===== config.mk =====
export PLATFORM = sky130hd
export DESIGN_NAME = spd_reader_top
export DESIGN_NICKNAME = d
export VERILOG_FILES = /design/src/spd_pkg.sv /design/src/mtb_divider.sv /design/src/spd_byte_regs.sv /design/src/spd_decode.sv /design/src/spd_reader_top.sv /design/src/spd_sequencer.sv
export VERILOG_INCLUDE_DIRS = /design/src
export SDC_FILE = /design/constraint.sdc
export NUM_CORES = 1
export LEC_CHECK = 0
export ABC_CLOCK_PERIOD_IN_PS = 37300
export BUFFER_PORTS_ARGS = -buffer_cell sky130_fd_sc_hd__buf_2
export CORE_ASPECT_RATIO = 2
export CORE_MARGIN = 2
export CORE_UTILIZATION = 45
export CTS_CLUSTER_SIZE = 10
export DETAILED_ROUTE_END_ITERATION = 16
export PLACE_DENSITY = 0.61
export SLEW_MARGIN = 20
export SYNTH_ARGS = -nofsm -noshare
export SYNTH_HDL_FRONTEND = slang
export SYNTH_SLANG_ARGS = --single-unit

===== constraint.sdc =====
create_clock -name i_clk -period 37.3 [get_ports i_clk]
set_input_delay 5.595 -clock i_clk [delete_from_list [all_inputs] [get_ports i_clk]]
set_output_delay 5.595 -clock i_clk [all_outputs]
set_load 0.02 [all_outputs]

===== src/spd_cfg.svh =====
`ifndef SPD_CFG_SVH
`define SPD_CFG_SVH

`define SPD_DEV_AW            7
`define SPD_REG_AW            8
`define SPD_DW                8
`define SPD_IDX_W             5     // enough for indices 0..SPD_LAST_BYTE
`define SPD_ADDR_FIRST        1     // address 0 is the general call
`define SPD_ADDR_LAST         127
`define SPD_LAST_BYTE         22
`define SPD_MTB_W             10
`define SPD_DDR3_TYPE         8'h0B

// spd byte offsets
`define SPD_BYTE_TYPE         2
`define SPD_BYTE_MODULE       3
`define SPD_BYTE_DENSITY      4
`define SPD_BYTE_ADDRESSING   5
`define SPD_BYTE_ORG          7
`define SPD_BYTE_BUSW         8
`define SPD_BYTE_MTB_DIVIDEND 10
`define SPD_BYTE_MTB_DIVISOR  11
`define SPD_BYTE_TRCD         18
`define SPD_BYTE_TRP          20
`define SPD_BYTE_TRAS_HI      21
`define SPD_BYTE_TRAS_LO      22

`endif


===== src/spd_pkg.sv =====
`include "spd_cfg.svh"

package spd_pkg;

    typedef struct packed {
        logic [`SPD_DEV_AW-1:0] dev_addr;
        logic [`SPD_REG_AW-1:0] reg_addr;
    } i2c_cmd_t;

    typedef struct packed {
        logic [`SPD_DW-1:0] data;
        logic               nack;
    } i2c_rsp_t;

    // only the bytes the decoder looks at
    typedef struct packed {
        logic [`SPD_DW-1:0] dram_type;
        logic [`SPD_DW-1:0] module_type;
        logic [`SPD_DW-1:0] density;
        logic [`SPD_DW-1:0] addressing;
        logic [`SPD_DW-1:0] org;
        logic [`SPD_DW-1:0] bus_width;
        logic [`SPD_DW-1:0] mtb_dividend;
        logic [`SPD_DW-1:0] mtb_divisor;
        logic [`SPD_DW-1:0] trcd;
        logic [`SPD_DW-1:0] trp;
        logic [`SPD_DW-1:0] tras_hi;
        logic [`SPD_DW-1:0] tras_lo;
    } spd_bytes_t;

    typedef struct packed {
        logic [`SPD_DEV_AW-1:0] dev_addr;
        logic                   is_ddr3;
        logic [3:0]             module_type;
        logic [3:0]             ba_bits;
        logic [3:0]             density;
        logic [4:0]             row_bits;
        logic [3:0]             col_bits;
        logic                   dual_rank;
        logic [3:0]             byte_lanes;
        logic [`SPD_MTB_W-1:0]  mtb_ps;
        logic [7:0]             trcd;     // in mtb units
        logic [7:0]             trp;
        logic [11:0]            tras;
    } spd_params_t;

endpackage


===== src/mtb_divider.sv =====
`timescale 1ns/1ns
`include "spd_cfg.svh"

module mtb_divider (
    input  logic                  i_clk,
    input  logic                  i_rst_n,
    input  logic                  i_start,
    input  logic [`SPD_DW-1:0]    i_dividend,
    input  logic [`SPD_DW-1:0]    i_divisor,
    output logic                  o_done,
    output logic [`SPD_MTB_W-1:0] o_quot
);

    localparam int PW = `SPD_DW + `SPD_MTB_W;   // dividend x 1000 fits here
    localparam int CW = $clog2(`SPD_MTB_W);

    // one restoring step returns {quotient bit, new remainder}
    function automatic logic [`SPD_DW:0] div_step(input logic [`SPD_DW-1:0] r,
                                                  input logic b,
                                                  input logic [`SPD_DW-1:0] d);
        logic [`SPD_DW:0] sh;
        sh = {r, b};
        if (sh >= {1'b0, d})
            div_step = {1'b1, `SPD_DW'(sh - {1'b0, d})};
        else
            div_step = {1'b0, sh[`SPD_DW-1:0]};
    endfunction

    logic [PW-1:0]         product;
    logic [`SPD_DW-1:0]    rem0, rem, div_r;
    logic [`SPD_DW:0]      first, nxt;
    logic [`SPD_MTB_W-1:0] bits;    // dividend bits shift out, quotient bits shift in
    logic [CW-1:0]         cnt;
    logic                  busy;

    assign product = i_dividend * PW'(1000);
    // bits above the kept quotient only set the starting remainder
    assign rem0    = (i_divisor == '0) ? '0 : product[PW-1:`SPD_MTB_W] % i_divisor;
    assign first   = div_step(rem0, product[`SPD_MTB_W-1], i_divisor);
    assign nxt     = div_step(rem, bits[`SPD_MTB_W-1], div_r);
    assign o_quot  = bits;   // a zero divisor gives all ones

    always_ff @(posedge i_clk or negedge i_rst_n) begin
        if (!i_rst_n) begin
            busy   <= 1'b0;
            cnt    <= '0;
            o_done <= 1'b0;
        end else begin
            o_done <= 1'b0;
            if (i_start) begin
                busy <= 1'b1;
                cnt  <= CW'(`SPD_MTB_W - 1);   // first bit is done on the load
            end else if (busy) begin
                cnt <= cnt - 1'b1;
                if (cnt == CW'(1)) begin
                    busy   <= 1'b0;
                    o_done <= 1'b1;
                end
            end
        end
    end

    always_ff @(posedge i_clk) begin
        if (i_start) begin
            div_r <= i_divisor;
            rem   <= first[`SPD_DW-1:0];
            bits  <= {product[`SPD_MTB_W-2:0], first[`SPD_DW]};
        end else if (busy) begin
            rem  <= nxt[`SPD_DW-1:0];
            bits <= {bits[`SPD_MTB_W-2:0], nxt[`SPD_DW]};
        end
    end

endmodule


===== src/spd_byte_regs.sv =====
`timescale 1ns/1ns
`include "spd_cfg.svh"

module spd_byte_regs (
    input  logic                  i_clk,
    input  logic                  i_rst_n,
    input  logic                  i_cap_en,
    input  logic [`SPD_IDX_W-1:0] i_cap_idx,
    input  logic [`SPD_DW-1:0]    i_cap_data,
    output spd_pkg::spd_bytes_t   o_bytes
);

    always_ff @(posedge i_clk or negedge i_rst_n) begin
        if (!i_rst_n) begin
            o_bytes <= '0;
        end else if (i_cap_en) begin
            case (i_cap_idx)
                `SPD_IDX_W'(`SPD_BYTE_TYPE):         o_bytes.dram_type    <= i_cap_data;
                `SPD_IDX_W'(`SPD_BYTE_MODULE):       o_bytes.module_type  <= i_cap_data;
                `SPD_IDX_W'(`SPD_BYTE_DENSITY):      o_bytes.density      <= i_cap_data;
                `SPD_IDX_W'(`SPD_BYTE_ADDRESSING):   o_bytes.addressing   <= i_cap_data;
                `SPD_IDX_W'(`SPD_BYTE_ORG):          o_bytes.org          <= i_cap_data;
                `SPD_IDX_W'(`SPD_BYTE_BUSW):         o_bytes.bus_width    <= i_cap_data;
                `SPD_IDX_W'(`SPD_BYTE_MTB_DIVIDEND): o_bytes.mtb_dividend <= i_cap_data;
                `SPD_IDX_W'(`SPD_BYTE_MTB_DIVISOR):  o_bytes.mtb_divisor  <= i_cap_data;
                `SPD_IDX_W'(`SPD_BYTE_TRCD):         o_bytes.trcd         <= i_cap_data;
                `SPD_IDX_W'(`SPD_BYTE_TRP):          o_bytes.trp          <= i_cap_data;
                `SPD_IDX_W'(`SPD_BYTE_TRAS_HI):      o_bytes.tras_hi      <= i_cap_data;
                `SPD_IDX_W'(`SPD_BYTE_TRAS_LO):      o_bytes.tras_lo      <= i_cap_data;
                default: o_bytes <= o_bytes;   // unused spd bytes
            endcase
        end
    end

endmodule


===== src/spd_decode.sv =====
`timescale 1ns/1ns
`include "spd_cfg.svh"

module spd_decode (
    input  logic                   i_clk,
    input  logic                   i_rst_n,
    input  spd_pkg::spd_bytes_t    i_bytes,
    input  logic [`SPD_DEV_AW-1:0] i_dev_addr,
    input  logic                   i_mtb_done,
    input  logic [`SPD_MTB_W-1:0]  i_mtb_ps,
    output logic                   o_done,
    output spd_pkg::spd_params_t   o_params
);

    spd_pkg::spd_params_t dec;

    always_comb begin
        dec.dev_addr    = i_dev_addr;
        dec.is_ddr3     = (i_bytes.dram_type == `SPD_DDR3_TYPE);
        dec.module_type = i_bytes.module_type[3:0];
        dec.ba_bits     = {1'b0, i_bytes.density[6:4]} + 4'd3;
        dec.density     = i_bytes.density[3:0];
        dec.row_bits    = {2'b00, i_bytes.addressing[5:3]} + 5'd12;
        dec.col_bits    = {1'b0, i_bytes.addressing[2:0]} + 4'd9;
        dec.dual_rank   = (i_bytes.org[5:3] == 3'd1);         // rank field is ranks - 1
        dec.byte_lanes  = 4'd1 << i_bytes.bus_width[1:0];
        dec.mtb_ps      = i_mtb_ps;
        dec.trcd        = i_bytes.trcd;
        dec.trp         = i_bytes.trp;
        dec.tras        = {i_bytes.tras_hi[3:0], i_bytes.tras_lo};
    end

    always_ff @(posedge i_clk or negedge i_rst_n) begin
        if (!i_rst_n) begin
            o_done   <= 1'b0;
            o_params <= '0;
        end else if (i_mtb_done) begin
            o_done   <= 1'b1;   // sticky until reset
            o_params <= dec;
        end
    end

endmodule


===== src/spd_reader_top.sv =====
`timescale 1ns/1ns
`include "spd_cfg.svh"

module spd_reader_top (
    input  logic                 i_clk,
    input  logic                 i_rst_n,
    output logic                 o_i2c_req,
    output spd_pkg::i2c_cmd_t    o_i2c_cmd,
    input  logic                 i_i2c_ack,
    input  spd_pkg::i2c_rsp_t    i_i2c_rsp,
    output logic                 o_done,
    output logic                 o_err,
    output spd_pkg::spd_params_t o_params
);

    logic                   cap_en;
    logic [`SPD_IDX_W-1:0]  cap_idx;
    logic [`SPD_DW-1:0]     cap_data;
    logic [`SPD_DEV_AW-1:0] dev_addr;
    logic                   div_start;
    logic                   mtb_done;
    logic [`SPD_MTB_W-1:0]  mtb_ps;
    spd_pkg::spd_bytes_t    bytes;

    spd_sequencer u_seq (
        .i_clk       (i_clk),
        .i_rst_n     (i_rst_n),
        .o_i2c_req   (o_i2c_req),
        .o_i2c_cmd   (o_i2c_cmd),
        .i_i2c_ack   (i_i2c_ack),
        .i_i2c_rsp   (i_i2c_rsp),
        .o_cap_en    (cap_en),
        .o_cap_idx   (cap_idx),
        .o_cap_data  (cap_data),
        .o_dev_addr  (dev_addr),
        .o_div_start (div_start),
        .o_err       (o_err)
    );

    spd_byte_regs u_regs (
        .i_clk      (i_clk),
        .i_rst_n    (i_rst_n),
        .i_cap_en   (cap_en),
        .i_cap_idx  (cap_idx),
        .i_cap_data (cap_data),
        .o_bytes    (bytes)
    );

    mtb_divider u_div (
        .i_clk      (i_clk),
        .i_rst_n    (i_rst_n),
        .i_start    (div_start),
        .i_dividend (bytes.mtb_dividend),
        .i_divisor  (bytes.mtb_divisor),
        .o_done     (mtb_done),
        .o_quot     (mtb_ps)
    );

    spd_decode u_dec (
        .i_clk      (i_clk),
        .i_rst_n    (i_rst_n),
        .i_bytes    (bytes),
        .i_dev_addr (dev_addr),
        .i_mtb_done (mtb_done),
        .i_mtb_ps   (mtb_ps),
        .o_done     (o_done),
        .o_params   (o_params)
    );

endmodule


===== src/spd_sequencer.sv =====
`timescale 1ns/1ns
`include "spd_cfg.svh"

module spd_sequencer (
    input  logic                   i_clk,
    input  logic                   i_rst_n,
    output logic                   o_i2c_req,
    output spd_pkg::i2c_cmd_t      o_i2c_cmd,
    input  logic                   i_i2c_ack,
    input  spd_pkg::i2c_rsp_t      i_i2c_rsp,
    output logic                   o_cap_en,
    output logic [`SPD_IDX_W-1:0]  o_cap_idx,
    output logic [`SPD_DW-1:0]     o_cap_data,
    output logic [`SPD_DEV_AW-1:0] o_dev_addr,
    output logic                   o_div_start,
    output logic                   o_err
);

    typedef enum logic [1:0] {
        ST_START,   // first request after reset
        ST_ACK,     // req high, waiting for ack
        ST_REL,     // req low, waiting for ack to drop
        ST_STOP
    } state_t;

    state_t                  state;
    logic                    reading;   // 0 while scanning addresses
    logic [`SPD_DEV_AW-1:0]  dev_addr;
    logic [`SPD_IDX_W-1:0]   byte_idx;

    // the scan reads register 0, byte_idx stays 0 until reading starts
    assign o_i2c_cmd.dev_addr = dev_addr;
    assign o_i2c_cmd.reg_addr = `SPD_REG_AW'(byte_idx);

    assign o_cap_en   = (state == ST_ACK) && reading && i_i2c_ack && !i_i2c_rsp.nack;
    assign o_cap_idx  = byte_idx;
    assign o_cap_data = i_i2c_rsp.data;
    assign o_dev_addr = dev_addr;

    always_ff @(posedge i_clk or negedge i_rst_n) begin
        if (!i_rst_n) begin
            state       <= ST_START;
            reading     <= 1'b0;
            dev_addr    <= `SPD_DEV_AW'(`SPD_ADDR_FIRST);
            byte_idx    <= '0;
            o_i2c_req   <= 1'b0;
            o_div_start <= 1'b0;
            o_err       <= 1'b0;
        end else begin
            o_div_start <= 1'b0;
            case (state)
                ST_START: begin
                    o_i2c_req <= 1'b1;
                    state     <= ST_ACK;
                end
                ST_ACK: if (i_i2c_ack) begin
                    o_i2c_req <= 1'b0;   // rsp is taken on this edge
                    state     <= ST_REL;
                    if (!reading) begin
                        if (!i_i2c_rsp.nack) begin
                            reading <= 1'b1;   // device found, keep its address
                        end else if (dev_addr == `SPD_DEV_AW'(`SPD_ADDR_LAST)) begin
                            o_err <= 1'b1;
                            state <= ST_STOP;
                        end else begin
                            dev_addr <= dev_addr + 1'b1;
                        end
                    end else if (i_i2c_rsp.nack) begin
                        o_err <= 1'b1;   // device went away mid read
                        state <= ST_STOP;
                    end else if (byte_idx == `SPD_IDX_W'(`SPD_LAST_BYTE)) begin
                        o_div_start <= 1'b1;
                        state       <= ST_STOP;
                    end else begin
                        byte_idx <= byte_idx + 1'b1;
                    end
                end
                ST_REL: if (!i_i2c_ack) begin
                    o_i2c_req <= 1'b1;
                    state     <= ST_ACK;
                end
                default: state <= ST_STOP;
            endcase
        end
    end

endmodule


==> results_dict.tcl, run 1 <==
set metrics [dict create \
    status "completed" \
    area_delta_synth_final_pct 11.1 \
    nets 1327 \
    cts.sinks 196 \
    fmax_mhz 51.5 \
    cp_slowest_cell "a31oi_2" \
    power_density_mw_per_mm2 37.1 \
    grt_pass1_vias 9105 \
    antenna_found_initial 0 \
    r2r_setup_slack_ps 17880 \
    period_minus_slack_ps 19420 \
    synth_top_area_share_pct 35.0 \
    yosys.area.top_type "dfrtp_1" \
    grtUsageTotal_pct 21.8 \
    ys.flop_type "dfrtp_1" \
    setup_viol 0 \
    finalClockSkew_ps 13.4 \
    firstDrtPassIters 4 \
    worst-endpoint-arrival_ps 19610 \
    grt-ovfl-total 0 \
    p_leak_nw 6.98 \
    synth_area_sq_mm 0.0121 \
    ys_async_sr_fraction_pct 86.7 \
    htreeDepth 4 \
    clkTransAtPathRegs_ps 80 \
    vdd_drop_max_v 0.0000356 \
    rsz0062_at_grt "false" \
    hold_path_class "reg2reg" \
    synth-edff-count 23 \
    wl_per_cell_um 19.2 \
    p_seq_share_pct 47.9 \
    power.internal_mw 0.359 \
    reg2reg_from "u_regs.o_bytes[40]" \
    yosys_warnings 0 \
    worstHoldStart "u_dec.o_done" \
    ant_nets 0 \
    reg2reg_to "u_div.rem[5]" \
    cts_root_buf "clkbuf_16" \
    min_to "u_dec.o_done" \
    grt_max_degree 100 \
    startpoint_type "register" \
    diodes 0 \
    cts_buffer_depth 2 \
    drive_gt1_share_pct 24.4 \
    die-area_sq_mm 0.0282 \
    crit_type "reg2reg" \
    fin_crit_sh_pct 52.1 \
    wl_mm 29.6 \
    synthCells 1110 \
    num_rows 84 \
    synth-seq-area-share_pct 41.4 \
    die_w_um 120 \
    maxCapViolCount 0 \
    cts_hold_buf 0 \
    post_cts.repair.setup_buffers 0 \
    synth.distinct_cells 90 \
    p_comb_share_pct 13.5 \
    switching_share_pct 27.9 \
    core_area_sq_mm 0.0264 \
    ios 102 \
    switching_power_mw 0.139 \
    synth.avg_cell_area_sq_um 10.9 \
    slew_violations 0 \
    netlist_top_cells_area "dfrtp_1 35%, mux2_2 11%, ha_1 11%" \
    cts_resized 0 \
    routed-via-count 8536 \
    finalHoldViolations 0 \
    setup_tns_ps 0 \
    crit_path_end_kind "register" \
    portBuffers 98 \
    synth_common_cells "169 x dfrtp_1, 122 x mux2_2, 102 x ha_1" \
    relSlewSlack_pct 27.5 \
    first_iter_violations 222 \
    required_ps 37500 \
    crit_path_max_incr_delay_ps 700 \
    gp_congestion 0.941 \
    clk_latency_ps 440 \
    worstPathMaxFanout 19 \
    cpMostUsedCell "ha_1" \
    numCtsBuffers 17 \
    worstMarginPinSlew_ps 1090 \
    initial_utilization_pct 45.8 \
    die_h_um 236 \
    dp_hpwl_mm 23.0 \
    drc 0 \
    clkPwrFrac_pct 38.5 \
    viasPerCell 5.52 \
    reg2regPathDepth 67 \
    whs_path_depth 1 \
    whs_ps 471 \
    synth_seq_cells 196 \
    cts_tree "yes" \
    synthMostInstantiatedCell "dfrtp_1" \
    grt_pass1_wl_mm 48.0 \
]
==> per-stage QoR <==
step           cell area (sq um)  total power, mW  util [%]  cells  setup WS (ps)
2_1_floorplan              12100            0.287         -   1112          20460
5_1_grt                    13400            0.519      50.9   1546          16570
6_report                   13400            0.498      50.9   1546          17880
3_5_place_dp               12800            0.310      48.5   1514          18150
4_1_cts                    13400            0.502      50.9   1546          18110
3_3_place_gp               12800            0.309      48.5   1514          18600
==> placed cells by master (no fill, tap or decap), drive strengths merged, types with 15 or more instances in the layout <==
cell,n
a21oi,44
buf,102
clkbuf,20
dfrtp,169
edfxtp,23
fa,24
ha,102
inv,92
mux2,124
mux2i,15
nand2,83
nand3,20
nor2,53
nor2b,17
nor3,22
o21ai,53
xnor2,32
==> metal layers <==
metal | vias up | global-route usage (%) | part of all wire, %
met3 | 78 | 3.05 | 2.6
met5 | - | 0 | 0
met4 | 0 | 12.3 | 5.8
met2 | 183 | 42.2 | 57
met1 | 4202 | 21.5 | 35
li1 | 4073 | - | -
==> critical path: cells and delay by family (launching register included) <==
kind            cells  cell delay, ps
flops               1             470
simple gates       12            2460
xor+xnor            2             350
fa+ha+maj          14            5140
mux                 3             630
buf+inv             3             210
compound gates     33            9850
==> state kept, by name, indices dropped and copies added, names as in the netlist, 2 cells and up <==
name and count:
u_dec.o_params 71, u_div.rem 8, u_div.o_quot 10, u_div.cnt 4, u_seq.state 2, u_regs.o_bytes 74
u_div.div_r 8, u_seq.o_dev_addr 7, u_seq.o_cap_idx 5
==> worst max-delay path by stage <==
stage / startpoint / to / slack (ps)
after global routing: u_regs.o_bytes[40] / u_div.rem[5] / 16570
after detailed placement: u_regs.o_bytes[41] / u_div.rem[5] / 18150
after global placement: u_regs.o_bytes[40] / u_div.rem[5] / 18600
after floorplan: u_regs.o_bytes[40] / u_div.rem[5] / 20460
after CTS: u_regs.o_bytes[40] / u_div.rem[5] / 18110
final: u_regs.o_bytes[40] / u_div.rem[5] / 17880
==> kinds of logic (layout without fill, tap and decap cells) <==
group                    after synthesis  after routing  share of synthesized area (%)
adder cells (fa/ha/maj)              126            126                           14.5
AO/OA/AOI/OAI                        196            196                           11.2
buffers and inverters                130            220                           4.65
other                                  1              3                         0.0310
AND/OR/NAND/NOR                      276            276                           11.7
XOR/XNOR                              46             46                           3.40
flip-flops                           196            196                           41.4
multiplexers                         139            139                           13.0
==> layout make-up <==
cell class                 count  area (sq um)
clock inverter                12           159
fill                        2406         13000
multi-input combinational    786          6520
timing repair buffer         102           527
tap                          344           430
sequential                   196          5010
inverter                      86           323
clock buffer                  20           458
==> power groups by stage <==
stage	Clock, mW	Sequential, mW	Combinational [mW]
after floorplan	0	0.242	0.0448
final	0.192	0.238	0.0673
after global placement	0	0.242	0.0665
after global routing	0.204	0.240	0.0746
after detailed placement	0	0.242	0.0674
after CTS	0.196	0.238	0.0679
Note: power is estimated with default switching activity, not from simulation.
==> inputs of run 2 (changes only) <==
--- a/config.mk
+++ b/config.mk
@@ -6,7 +6,7 @@
 export SDC_FILE = /design/constraint.sdc
 export NUM_CORES = 1
 export LEC_CHECK = 0
-export ABC_CLOCK_PERIOD_IN_PS = 37300
+export ABC_CLOCK_PERIOD_IN_PS = 18300
 export BUFFER_PORTS_ARGS = -buffer_cell sky130_fd_sc_hd__buf_2
 export CORE_ASPECT_RATIO = 2
 export CORE_MARGIN = 2
==> constraint.sdc (replaced) <==
create_clock -name i_clk -period 18.3 [get_ports i_clk]
set_input_delay 2.745 -clock i_clk [delete_from_list [all_inputs] [get_ports i_clk]]
set_output_delay 2.745 -clock i_clk [all_outputs]
set_load 0.02 [all_outputs]
==> run 2 against run 1 <==
Net effect:
- utilization rose by 1.3 points
- sequential cell count stayed put
- sequential share of layout area is 0.89 points lower
- total power increased by 110%
- worst hold slack lost 2.3 ps
- sequential power up 100%
- via count increased by 1.9%
==> results_dict.tcl, run 2 (synthesized netlist as in run 1, its figures left out) <==
set metrics [dict create \
    crit_path_end_kind "register" \
    vdd_drop_max_v 0.0000753 \
    reg2reg_from "u_regs.o_bytes[43]" \
    reg2regPathDepth 67 \
    largest_reg_flops 74 \
    cts_hold_buf 0 \
    initial_utilization_pct 45.8 \
    grt_pass1_wl_mm 48.8 \
    p_comb_share_pct 13.8 \
    relSlewSlack_pct 30.2 \
    cp.buffers_inverters 5 \
    crit_path_max_incr_delay_ps 540 \
    dp_hpwl_mm 23.4 \
    diodes 0 \
    whs_path_depth 1 \
    ios 102 \
    grt_pass1_vias 9234 \
    clk_latency_ps 450 \
    die_w_um 120 \
    cpMostUsedCell "ha_1" \
    numCtsBuffers 17 \
    worstPathMaxFanout 7 \
    power.total_mw 1.02 \
    cts.sinks 196 \
    mostFrequentLayoutCell "dfrtp_1" \
    cts_tree "yes" \
    p_leak_nw 7.09 \
    worst-endpoint-arrival_ps 17710 \
    power.internal_mw 0.727 \
    path_depth 67 \
    num_rows 84 \
    cts_buffer_depth 2 \
    firstDrtPassIters 7 \
    die-area_sq_mm 0.0282 \
    wl_mm 30.3 \
    layout_common_cells "164 x dfrtp_1, 122 x mux2_2, 100 x ha_1" \
    portBuffers 98 \
    r2r_setup_slack_ps 790 \
    required_ps 18510 \
    p_seq_share_pct 47.5 \
    finalHoldViolations 0 \
    clkPwrFrac_pct 38.7 \
    final_cells 1565 \
    gp_congestion 0.956 \
    switching_share_pct 29.0 \
    grt-ovfl-total 0 \
    maxCapViolCount 0 \
    power_density_mw_per_mm2 74.4 \
    setup_viol 0 \
    drc 0 \
    fillers 2344 \
    crit_type "reg2reg" \
    die_h_um 236 \
    slew_violations 0 \
    finalClockSkew_ps 16.3 \
    worstHoldStart "u_dec.o_done" \
    cts_root_buf "clkbuf_16" \
    ant_nets 0 \
    first_iter_violations 269 \
    drive_gt1_share_pct 27.6 \
    area_delta_synth_final_pct 14.0 \
    antenna_found_initial 0 \
    period_minus_slack_ps 17510 \
    core_area_sq_mm 0.0264 \
    cp_slowest_cell "fa_1" \
    worstMarginPinSlew_ps 1050 \
    path_delay_family "compound AO/OA/AOI/OAI gates" \
    htreeDepth 4 \
    fin_crit_sh_pct 95.7 \
    clkTransAtPathRegs_ps 80 \
    grt_max_degree 100 \
    status "completed" \
    nets 1346 \
    whs_ps 469 \
    grtUsageTotal_pct 22.3 \
    hold_path_class "reg2reg" \
    fmax_mhz 57.1 \
    reg2reg_to "u_div.rem[6]" \
    placed_cells 1524 \
    wl_per_cell_um 19.3 \
    min_to "u_dec.o_done" \
    viasPerCell 5.56 \
    routed-via-count 8702 \
    startpoint_type "register" \
    top_register "u_regs.o_bytes" \
    switching_power_mw 0.297 \
]
[run 2: routing by layer]
metal  global-route usage [%]  routed length [um]  share of wire, %  vias to the layer above
met5                        0                   0                 0                        -
met4                     12.7                1740               5.7                        0
met3                     4.00                 863               2.9                       88
met2                     43.3               17300                57                      174
met1                     21.1               10300                34                     4310
li1                         -                   -                 -                     4130
[run 2: how the worst max path moves through the flow]
stage / from / end / slack [ps]
global placement: u_regs.o_bytes[43] / u_div.rem[5] / 320
detailed placement: u_regs.o_bytes[43] / u_div.rem[5] / -240
CTS: u_regs.o_bytes[43] / u_div.rem[6] / 20
floorplan: u_regs.o_bytes[40] / u_div.rem[5] / 1460
finish: u_regs.o_bytes[43] / u_div.rem[6] / 790
global route: u_regs.o_bytes[40] / u_div.rem[0] / -40
[run 2: area by class of cell]
type                            count  area [sq um]  area share, %
Clock inverter                     13           171           1.25
Tap cell                          344           430           3.13
Timing Repair Buffer              120           662           4.81
Sequential cell                   196          5010           36.4
Multi-Input combinational cell    787          6700           48.7
Clock buffer                       19           464           3.37
Inverter                           86           323           2.35
[run 2: power groups by stage]
stage	registers, mW	clock network, mW	logic [mW]
finish	0.486	0.396	0.142
global route	0.490	0.421	0.157
CTS	0.486	0.405	0.140
detailed placement	0.495	0	0.139
global placement	0.494	0	0.137
floorplan	0.493	0	0.0913
[run 2: timing repair]
action / 4_1_cts / 5_1_grt
gates cloned: 0 / 1
pin swaps: 0 / 10
buffers inserted: 0 / 8
setup endpoints to repair: 9 / 9
gates resized for setup: 2 / 33
[run 2: per-stage QoR]
stage / worst slack (ps) / setup TNS (ps) / utilization [%] / instance area, sq um
final: 792 / 0 / 52.2 / 13800
after global routing: -35.2 / -104 / 52.2 / 13800
after CTS: 15.2 / 0 / 51.3 / 13500
after detailed placement: -242 / -1670 / 48.8 / 12900
after global placement: 318 / 0 / 48.8 / 12900
after floorplan: 1460 / 0 / - / 12100
